<file path="src/verilog/surf5_bus_pkg.sv">
`default_nettype none

package surf5_bus_pkg;

    // Bus widths
    typedef logic [31:0] wb_word_t;
    typedef logic [15:0] wb_addr_t;

    // Register index from address bits 5:2
    typedef logic [3:0] reg_index_t;

    // Master side of the WISHBONE slave port
    typedef struct packed {
        logic     cyc;
        logic     stb;
        logic     we;
        wb_addr_t adr;
        wb_word_t dat;
    } wb_req_t;

    // Slave response
    typedef struct packed {
        wb_word_t dat;
        logic     ack;
    } wb_rsp_t;

    // One strobe per writable register, plus the write data
    typedef struct packed {
        logic     int_sr;
        logic     int_mask;
        logic     reset;
        logic     led;
        logic     clocksel;
        logic     spiss;
        wb_word_t wdat;
    } reg_wr_t;

    ////////////////////////////////////////////////////////////////////
    // Address map, in word indexes
    ////////////////////////////////////////////////////////////////////
    localparam reg_index_t REG_DEVICE_ID = 4'd0;
    localparam reg_index_t REG_VERSION   = 4'd1;
    localparam reg_index_t REG_INT_SR    = 4'd2;
    localparam reg_index_t REG_INT_MASK  = 4'd3;
    localparam reg_index_t REG_RESET     = 4'd5;
    localparam reg_index_t REG_LED       = 4'd6;
    localparam reg_index_t REG_CLOCKSEL  = 4'd7;
    localparam reg_index_t REG_SPISS     = 4'd9;

    // ASCII 'S5A7'
    localparam wb_word_t DEVICE_ID = 32'h5335_4137;

endpackage

`default_nettype wire

</file>
<file path="src/verilog/surf5_led_pkg.sv">
`default_nettype none

package surf5_led_pkg;

    // One bit per LED, 0-5 green, 6-11 red
    typedef logic [11:0] led_vec_t;

    // One bit per charlieplex pin
    typedef logic [3:0] led_pins_t;

    // Scan slot number
    typedef logic [3:0] slot_t;

    localparam int LED_SLOTS = 12;

    ////////////////////////////////////////////////////////////////////
    // Charlieplex slot table
    ////////////////////////////////////////////////////////////////////
    // Pins driven high, per slot
    // Pairs 0-1, 0-2, 1-2, 2-3, 1-3, 0-3, then same pairs reversed
    localparam logic [1:0] LED_SLOT_HI [LED_SLOTS] = '{
        2'd0, 2'd0, 2'd1, 2'd2, 2'd1, 2'd0,
        2'd1, 2'd2, 2'd2, 2'd3, 2'd3, 2'd3
    };

    // Pins driven low, per slot
    localparam logic [1:0] LED_SLOT_LO [LED_SLOTS] = '{
        2'd1, 2'd2, 2'd2, 2'd3, 2'd3, 2'd3,
        2'd0, 2'd0, 2'd1, 2'd2, 2'd1, 2'd0
    };

endpackage

`default_nettype wire

</file>
<file path="src/verilog/led_charlieplexer.sv">
`timescale 1ns/1ps
`default_nettype none

module led_charlieplexer #(
    parameter int unsigned SLOT_DWELL = 1
) (
    input  logic                      clk_i,
    input  logic                      rst_i,
    input  surf5_led_pkg::led_vec_t   led_state_i,
    output surf5_led_pkg::led_pins_t  led_pin_o,
    output surf5_led_pkg::led_pins_t  led_pin_oe_o
);

    localparam int DWELL_W = (SLOT_DWELL > 1) ? $clog2(SLOT_DWELL) : 1;

    logic [DWELL_W-1:0]   dwell_cnt;
    logic                 dwell_done;
    surf5_led_pkg::slot_t slot_cnt;
    logic [1:0]           hi_pin;
    logic [1:0]           lo_pin;

    //////////////////////////////////////////////////////////////////////
    // Slot counter
    //////////////////////////////////////////////////////////////////////
    assign dwell_done = (dwell_cnt == DWELL_W'(SLOT_DWELL - 1));

    // Wrap after the last slot
    always_ff @(posedge clk_i) begin
        if (rst_i) begin
            dwell_cnt <= '0;
            slot_cnt  <= '0;
        end else if (dwell_done) begin
            dwell_cnt <= '0;
            if (slot_cnt == surf5_led_pkg::slot_t'(surf5_led_pkg::LED_SLOTS - 1)) begin
                slot_cnt <= '0;
            end else begin
                slot_cnt <= slot_cnt + 4'd1;
            end
        end else begin
            dwell_cnt <= dwell_cnt + 1'b1;
        end
    end

    // Pin pair for the current slot
    assign hi_pin = surf5_led_pkg::LED_SLOT_HI[slot_cnt];
    assign lo_pin = surf5_led_pkg::LED_SLOT_LO[slot_cnt];

    //////////////////////////////////////////////////////////////////////
    // Pin drive
    //////////////////////////////////////////////////////////////////////
    // Two pins enabled when lit, all floating otherwise
    always_ff @(posedge clk_i) begin
        if (rst_i) begin
            led_pin_o    <= '0;
            led_pin_oe_o <= '0;
        end else if (led_state_i[slot_cnt]) begin
            led_pin_o    <= surf5_led_pkg::led_pins_t'(1) << hi_pin;
            led_pin_oe_o <= (surf5_led_pkg::led_pins_t'(1) << hi_pin)
                          | (surf5_led_pkg::led_pins_t'(1) << lo_pin);
        end else begin
            led_pin_o    <= '0;
            led_pin_oe_o <= '0;
        end
    end

endmodule

`default_nettype wire

</file>
<file path="src/verilog/surf5_id_ctrl.sv">
`timescale 1ns/1ps
`default_nettype none

module surf5_id_ctrl #(
    parameter surf5_bus_pkg::wb_word_t FIRMWARE_VERSION = '0,
    parameter int unsigned             SLOT_DWELL       = 1
) (
    input  logic                      clk_i,
    input  logic                      rst_i,
    input  surf5_bus_pkg::wb_req_t    bus_i,
    output surf5_bus_pkg::wb_rsp_t    bus_o,
    input  surf5_bus_pkg::wb_word_t   interrupt_i,
    input  surf5_led_pkg::led_vec_t   internal_led_i,
    output logic                      irq_o,
    output logic                      soft_rst_o,
    output logic                      sst_sel_o,
    output logic                      sst_sel_oe_o,
    output logic                      local_osc_en_o,
    output logic                      cs_b_o,
    output logic                      fp_led_o,
    output surf5_led_pkg::led_pins_t  led_pin_o,
    output surf5_led_pkg::led_pins_t  led_pin_oe_o
);

    // Write strobes and readback words
    surf5_bus_pkg::reg_wr_t   wr;
    surf5_bus_pkg::wb_word_t  int_sr;
    surf5_bus_pkg::wb_word_t  int_mask;
    surf5_bus_pkg::wb_word_t  led_word;
    surf5_led_pkg::led_vec_t  led_state;

    surf5_reg_decode #(
        .FIRMWARE_VERSION(FIRMWARE_VERSION)
    ) u_reg_decode (
        .clk_i          (clk_i),
        .rst_i          (rst_i),
        .bus_i          (bus_i),
        .bus_o          (bus_o),
        .wr_o           (wr),
        .int_sr_i       (int_sr),
        .int_mask_i     (int_mask),
        .led_word_i     (led_word),
        .soft_rst_o     (soft_rst_o),
        .sst_sel_o      (sst_sel_o),
        .sst_sel_oe_o   (sst_sel_oe_o),
        .local_osc_en_o (local_osc_en_o),
        .cs_b_o         (cs_b_o)
    );

    surf5_irq_regs u_irq_regs (
        .clk_i       (clk_i),
        .rst_i       (rst_i),
        .wr_i        (wr),
        .interrupt_i (interrupt_i),
        .int_sr_o    (int_sr),
        .int_mask_o  (int_mask),
        .irq_o       (irq_o)
    );

    surf5_led_regs u_led_regs (
        .clk_i          (clk_i),
        .rst_i          (rst_i),
        .wr_i           (wr),
        .internal_led_i (internal_led_i),
        .led_word_o     (led_word),
        .led_state_o    (led_state),
        .fp_led_o       (fp_led_o)
    );

    led_charlieplexer #(
        .SLOT_DWELL(SLOT_DWELL)
    ) u_led_charlieplexer (
        .clk_i        (clk_i),
        .rst_i        (rst_i),
        .led_state_i  (led_state),
        .led_pin_o    (led_pin_o),
        .led_pin_oe_o (led_pin_oe_o)
    );

endmodule

`default_nettype wire

</file>
<file path="src/verilog/surf5_irq_regs.sv">
`timescale 1ns/1ps
`default_nettype none

module surf5_irq_regs (
    input  logic                     clk_i,
    input  logic                     rst_i,
    input  surf5_bus_pkg::reg_wr_t   wr_i,
    input  surf5_bus_pkg::wb_word_t  interrupt_i,
    output surf5_bus_pkg::wb_word_t  int_sr_o,
    output surf5_bus_pkg::wb_word_t  int_mask_o,
    output logic                     irq_o
);

    surf5_bus_pkg::wb_word_t int_sr_q;
    surf5_bus_pkg::wb_word_t int_mask_q;

    // Status tracks the inputs every cycle
    // Write of 1 clears that bit for the write cycle only
    always_ff @(posedge clk_i) begin
        if (rst_i) begin
            int_sr_q <= '0;
        end else if (wr_i.int_sr) begin
            int_sr_q <= int_sr_q & ~wr_i.wdat;
        end else begin
            int_sr_q <= interrupt_i;
        end
    end

    // Mask, 1 blocks the source
    always_ff @(posedge clk_i) begin
        if (rst_i) begin
            int_mask_q <= '0;
        end else if (wr_i.int_mask) begin
            int_mask_q <= wr_i.wdat;
        end
    end

    assign int_sr_o   = int_sr_q;
    assign int_mask_o = int_mask_q;

    // Any unmasked pending source
    assign irq_o = |(int_sr_q & ~int_mask_q);

endmodule

`default_nettype wire

</file>
<file path="src/verilog/surf5_led_regs.sv">
`timescale 1ns/1ps
`default_nettype none

module surf5_led_regs (
    input  logic                     clk_i,
    input  logic                     rst_i,
    input  surf5_bus_pkg::reg_wr_t   wr_i,
    input  surf5_led_pkg::led_vec_t  internal_led_i,
    output surf5_bus_pkg::wb_word_t  led_word_o,
    output surf5_led_pkg::led_vec_t  led_state_o,
    output logic                     fp_led_o
);

    surf5_bus_pkg::wb_word_t led_q;
    surf5_led_pkg::led_vec_t wr_ovr;
    surf5_led_pkg::led_vec_t held_ovr;

    // Override mask, bit 16+n covers LED n
    assign wr_ovr   = wr_i.wdat[27:16];
    assign held_ovr = led_q[27:16];

    always_ff @(posedge clk_i) begin
        if (rst_i) begin
            led_q <= '0;
        end else if (wr_i.led) begin
            led_q[31:12] <= wr_i.wdat[31:12];
            // Written value where overridden, live LED elsewhere
            led_q[11:0]  <= (wr_i.wdat[11:0] & wr_ovr) | (internal_led_i & ~wr_ovr);
        end else begin
            // Sticky capture on free-running LEDs
            led_q[11:0] <= led_q[11:0] | (internal_led_i & ~held_ovr);
        end
    end

    assign led_word_o  = led_q;
    assign led_state_o = led_q[11:0];

    // Front panel LED
    assign fp_led_o = led_q[12];

endmodule

`default_nettype wire

</file>
<file path="src/verilog/surf5_reg_decode.sv">
`timescale 1ns/1ps
`default_nettype none

module surf5_reg_decode #(
    parameter surf5_bus_pkg::wb_word_t FIRMWARE_VERSION = '0
) (
    input  logic                     clk_i,
    input  logic                     rst_i,
    input  surf5_bus_pkg::wb_req_t   bus_i,
    output surf5_bus_pkg::wb_rsp_t   bus_o,
    output surf5_bus_pkg::reg_wr_t   wr_o,
    input  surf5_bus_pkg::wb_word_t  int_sr_i,
    input  surf5_bus_pkg::wb_word_t  int_mask_i,
    input  surf5_bus_pkg::wb_word_t  led_word_i,
    output logic                     soft_rst_o,
    output logic                     sst_sel_o,
    output logic                     sst_sel_oe_o,
    output logic                     local_osc_en_o,
    output logic                     cs_b_o
);

    surf5_bus_pkg::reg_index_t idx;
    logic                      ack_q;
    logic                      wr_cycle;
    surf5_bus_pkg::wb_word_t   rd_dat;
    surf5_bus_pkg::wb_word_t   reset_q;
    surf5_bus_pkg::wb_word_t   clocksel_q;
    surf5_bus_pkg::wb_word_t   spiss_q;

    // Only bits 5:2 select a register
    assign idx = bus_i.adr[5:2];

    //////////////////////////////////////////////////////////////////////
    // Acknowledge
    //////////////////////////////////////////////////////////////////////
    // One cycle after cyc&stb, never two in a row
    always_ff @(posedge clk_i) begin
        if (rst_i) begin
            ack_q <= 1'b0;
        end else begin
            ack_q <= bus_i.cyc && bus_i.stb && !ack_q;
        end
    end

    // Dropped cyc kills the ack
    assign bus_o.ack = ack_q && bus_i.cyc;

    // Writes land at the end of the ack cycle
    assign wr_cycle = bus_o.ack && bus_i.we;

    //////////////////////////////////////////////////////////////////////
    // Write strobes
    //////////////////////////////////////////////////////////////////////
    assign wr_o.int_sr   = wr_cycle && (idx == surf5_bus_pkg::REG_INT_SR);
    assign wr_o.int_mask = wr_cycle && (idx == surf5_bus_pkg::REG_INT_MASK);
    assign wr_o.reset    = wr_cycle && (idx == surf5_bus_pkg::REG_RESET);
    assign wr_o.led      = wr_cycle && (idx == surf5_bus_pkg::REG_LED);
    assign wr_o.clocksel = wr_cycle && (idx == surf5_bus_pkg::REG_CLOCKSEL);
    assign wr_o.spiss    = wr_cycle && (idx == surf5_bus_pkg::REG_SPISS);
    assign wr_o.wdat     = bus_i.dat;

    // Local control registers, written whole
    always_ff @(posedge clk_i) begin
        if (rst_i) begin
            reset_q    <= '0;
            clocksel_q <= '0;
            spiss_q    <= '0;
        end else begin
            if (wr_o.reset) begin
                reset_q <= bus_i.dat;
            end
            if (wr_o.clocksel) begin
                clocksel_q <= bus_i.dat;
            end
            if (wr_o.spiss) begin
                spiss_q <= bus_i.dat;
            end
        end
    end

    // Board pins
    assign soft_rst_o     = reset_q[0];
    assign sst_sel_o      = clocksel_q[0];
    // Tristate enable for the SST select pin
    assign sst_sel_oe_o   = clocksel_q[1];
    assign local_osc_en_o = clocksel_q[2];
    // Flash chip select is active low
    assign cs_b_o         = ~spiss_q[0];

    //////////////////////////////////////////////////////////////////////
    // Read mux
    //////////////////////////////////////////////////////////////////////
    always_comb begin
        case (idx)
            surf5_bus_pkg::REG_DEVICE_ID: rd_dat = surf5_bus_pkg::DEVICE_ID;
            surf5_bus_pkg::REG_VERSION:   rd_dat = FIRMWARE_VERSION;
            surf5_bus_pkg::REG_INT_SR:    rd_dat = int_sr_i;
            surf5_bus_pkg::REG_INT_MASK:  rd_dat = int_mask_i;
            surf5_bus_pkg::REG_RESET:     rd_dat = reset_q;
            surf5_bus_pkg::REG_LED:       rd_dat = led_word_i;
            surf5_bus_pkg::REG_CLOCKSEL:  rd_dat = clocksel_q;
            surf5_bus_pkg::REG_SPISS:     rd_dat = spiss_q;
            // Unmapped slots read zero
            default:                      rd_dat = '0;
        endcase
    end

    assign bus_o.dat = rd_dat;

endmodule

`default_nettype wire
</file>
<file path="config.mk">
export PLATFORM = sky130hd
export DESIGN_NAME = surf5_id_ctrl
export DESIGN_NICKNAME = d
export VERILOG_FILES = /design/src/verilog/surf5_bus_pkg.sv /design/src/verilog/surf5_led_pkg.sv /design/src/verilog/led_charlieplexer.sv /design/src/verilog/surf5_id_ctrl.sv /design/src/verilog/surf5_irq_regs.sv /design/src/verilog/surf5_led_regs.sv /design/src/verilog/surf5_reg_decode.sv
export SDC_FILE = /design/constraint.sdc
export NUM_CORES = 1
export LEC_CHECK = 0
export BUFFER_PORTS_ARGS = -buffer_cell sky130_fd_sc_hd__buf_4
export CAP_MARGIN = 40
export CORE_MARGIN = 2
export CORE_UTILIZATION = 60
export CTS_BUF_LIST = sky130_fd_sc_hd__clkbuf_4 sky130_fd_sc_hd__clkbuf_8
export CTS_CLUSTER_DIAMETER = 30
export DETAILED_ROUTE_END_ITERATION = 10
export PLACE_DENSITY = 0.94
export SLEW_MARGIN = 25
export SYNTH_ARGS = -nofsm -noshare
export SYNTH_HDL_FRONTEND = slang
export SYNTH_SLANG_ARGS = --single-unit
</file>
<file path="constraint.sdc">
create_clock -name clk_i -period 3.5 [get_ports clk_i]
set_input_delay 0.35 -clock clk_i [delete_from_list [all_inputs] [get_ports clk_i]]
set_output_delay 0.35 -clock clk_i [all_outputs]
set_load 0.02 [all_outputs]
</file>
==> key figures <==
Clock tree
  – H-tree depth: 2
  – CTS Root Cell: clkbuf_8
  – Clk_lat worst skew: 550 ps
  – Clock Tree Buf Depth: 3
  – CTS Sinks: 206
  – Gates resized, CTS repair: 0
  – CTS tree: done
  – Reg clk slew, reported paths: around 70 ps
  – Post-CTS setup buffer count: 0
  – Hold Buf Count CTS: 0
  – CTS Buf Count: 38

Hold path
  – Hold EP: u_irq_regs.int_sr_o[8]
  – Hold Path Class: in -> reg
  – Hold path start: interrupt_i[8]
  – Hold-critical path depth: 3

Timing
  – Final setup viols: 0
  – Final Hold Fails: 0
  – Final critical-path share of the clock period: 70.11%
  – Slew HR: 51.44%
  – Setup TNS: 0 ps
  – Final WS setup: between 1000 and 1500 ps
  – Clk_skew: 13.41 ps
  – Min Tclk post-route: around 2500 ps
  – Worst Tran Pin Value: 728.4 ps
  – Fmax: 0.4075 GHz
  – Max-slew violations: 0
  – RSZ-0062 raised after global routing: no

Synthesis
  – Ys Warns: 0
  – Synth unique cells: 45
  – Register area share after synthesis: 45.87%
  – Async SR Flop Fraction: 0%
  – Mapped Area: 8991 um2
  – Avg Cell Area, Syn: 7.685 um2
  – Seq cells post-synth: approximately 200
  – Ys flop type: dfxtp_1
  – Post-Syn Nets: 1272
  – Post-synth EDFFs: 0
  – Synth Instances: 1170

GRT
  – First-pass GRT wire length: 47.40 mm
  – Global route overflow: 0
  – GRT Resource Usage Total: 37.46%
  – Initial antenna violation count: 0
  – Vias in the first global route: between 9000 and 10000
  – Largest net degree at the start of global routing: approximately 120

Critical path
  – FF-to-FF End: u_irq_regs.int_sr_o[0]
  – Worst-path fanout max: 14
  – Worst Path Required: between 3000 and 4000 ps
  – Startpoint class of the critical path: input pin
  – CP arrival: 2100 ps
  – Origin of the critical flop-to-flop path: u_reg_decode.ack_q
  – R2R depth: 5
  – Critical path class: in -> out
  – R2R Setup Slk: 1190 ps
  – CP endpoint kind: output port

Route
  – Post-route DRC: 0
  – Wire length per cell: 20.89 um
  – Starting DRT DRC Count: 1685
  – Via count: around 9500
  – Initial DRT Pass Iterations: 11
  – Antenna Violating Nets Remaining: 0
  – Final wirelength: 30.79 mm
  – Vias per cell: 6.462

Floorplanning
  – Die area: ~16000 um2
  – Core Rows: 44
  – I/O Pins: between 100 and 150
  – Die Wd: 126.4 um
  – Core box area: 14590 um2
  – Starting Density: 61.63%
  – DIE HEIGHT: 126.4 um

Power and ir drop
  – VDD IR-drop max: 303.0 uV
  – Leakage: 4.145 nW
  – P per Cell Area: 509.0 nW/um2

Placed design
  – GPL Wtd Cong: 0.9601
  – Place WS: 1112 ps
  – DPL Wire Length: 19.64 mm
  – Buffers added on ports: about 130

Layout
  – Share of post-route cells with drive strength above 1: 17.75%
  – Diodes inserted: 0
  – Syn-to-layout area delta: 21.69%
  – Most frequent cells in the layout: nand2_1, dfxtp_1, a21oi_1, buf_4, a22oi_1
  – NumNets Final: 1367
  – Commonest non-fill, non-tap cell in the layout: nand2_1
  – Fill count: 974

Outcome
  – Status: finished, final reports clean

Run
  – # Max-Cap Violations: 0
## metrics by stage
stage | power [mW] | instance area [um2] | cells | hold WS (ps) | utilization, %
2_1_floorplan | 2.655 | 8991 | 1170 | 403.9 | -
3_3_place_gp | 2.842 | 10000 | 1407 | 413.3 | 68.58
3_5_place_dp | 2.851 | 10020 | 1408 | 427.8 | 68.68
4_1_cts | 5.549 | 10930 | 1473 | 32.80 | 74.90
5_1_grt | 5.688 | 10940 | 1474 | 53.72 | 75.00
6_report | 5.569 | 10940 | 1474 | 49.77 | 75.00
## synth_stat cells (2+ instances only)
cell type	count	area, um2
buf_2	23	115.1
and2_1	6	37.54
clkbuf_1	74	277.8
a21oi_1	192	960.9
nand3_1	17	85.08
a21boi_0	3	22.52
nor2b_1	12	75.07
a211oi_1	14	105.1
or3_1	33	206.5
nand4_1	16	100.1
nor4_1	5	31.28
buf_1	9	33.78
a22oi_1	66	495.5
o32ai_1	2	17.52
a222oi_1	15	150.1
nand2b_1	2	12.51
inv_1	38	142.6
o21ai_0	4	20.02
dfxtp_1	206	4124
nand2_1	350	1314
o22ai_1	17	106.4
and4bb_1	4	50.05
mux2i_1	17	170.2
ha_1	5	62.56
nor2_1	6	22.52
nor3_1	15	75.07
## final cells by class
type	count	area [um2]	area share [%]
tap	184	230.2	2.104
multi-input combinational	820	4298	39.28
sequential	206	4124	37.69
clock inverter	13	229.0	2.093
inverter	38	142.6	1.304
timing repair buffer	161	1240	11.33
clock buffer	52	678.2	6.198
## registers in the layout, summed over array words and instances, names as in the netlist
signal,cells
u_reg_decode.reset_q,32
u_led_charlieplexer.dwell_cnt,1
u_led_regs.led_word_o,32
u_irq_regs.int_mask_o,32
u_led_charlieplexer.slot_cnt,4
u_reg_decode.ack_q,1
u_reg_decode.spiss_q,32
u_reg_decode.clocksel_q,32
u_irq_regs.int_sr_o,32
u_led_charlieplexer.led_pin_oe_o,4
u_led_charlieplexer.led_pin_o,4
## worst max-delay path: stages
cell      delay, ps
buf_4           120
and4bb_1        380
buf_4           290
a222oi_1        540
nand4_1         200
buf_4           210
## cells by family (layout without fill, tap and decap cells)
group / count (synthesis) / after routing / synth area share (%)
simple gates: 476 / 476 / 23.43
fa+ha+maj: 5 / 5 / 0.6958
flops: 206 / 206 / 45.87
buf+inv: 144 / 264 / 6.332
other cells: 1 / 1 / 0.04171
mux: 18 / 18 / 2.143
compound gates: 320 / 320 / 21.49
## layer usage
metal  GRT usage [%]  part of all wire [%]  vias up
li1                -                     -     4228
met1           45.71                    34     4301
met2           56.09                    43      825
met3           13.67                    16      171
met4           23.66                   6.4        0
met5               0                     0        -
## worst max-delay path by stage
stage | start | to | cells after the start
final | bus_i[36] | bus_o[17] | 6
after global routing | bus_i[36] | bus_o[17] | 6
after CTS | bus_i[36] | bus_o[17] | 6
after detailed placement | bus_i[36] | u_irq_regs.int_mask_o[4] | 7
after global placement | bus_i[36] | u_irq_regs.int_mask_o[19] | 7
after floorplan | bus_i[36] | bus_o[1] | 5
## report_power, final
| part | internal (mW) | total (mW) | switching [mW] |
|---|---|---|---|
| sequential | 2.38 | 2.42 | 0.0387 |
| combinational | 0.157 | 0.402 | 0.245 |
| clock | 1.71 | 2.74 | 1.04 |
| total | 4.25 | 5.57 | 1.32 |
Note: power is estimated with default switching activity, not from simulation.
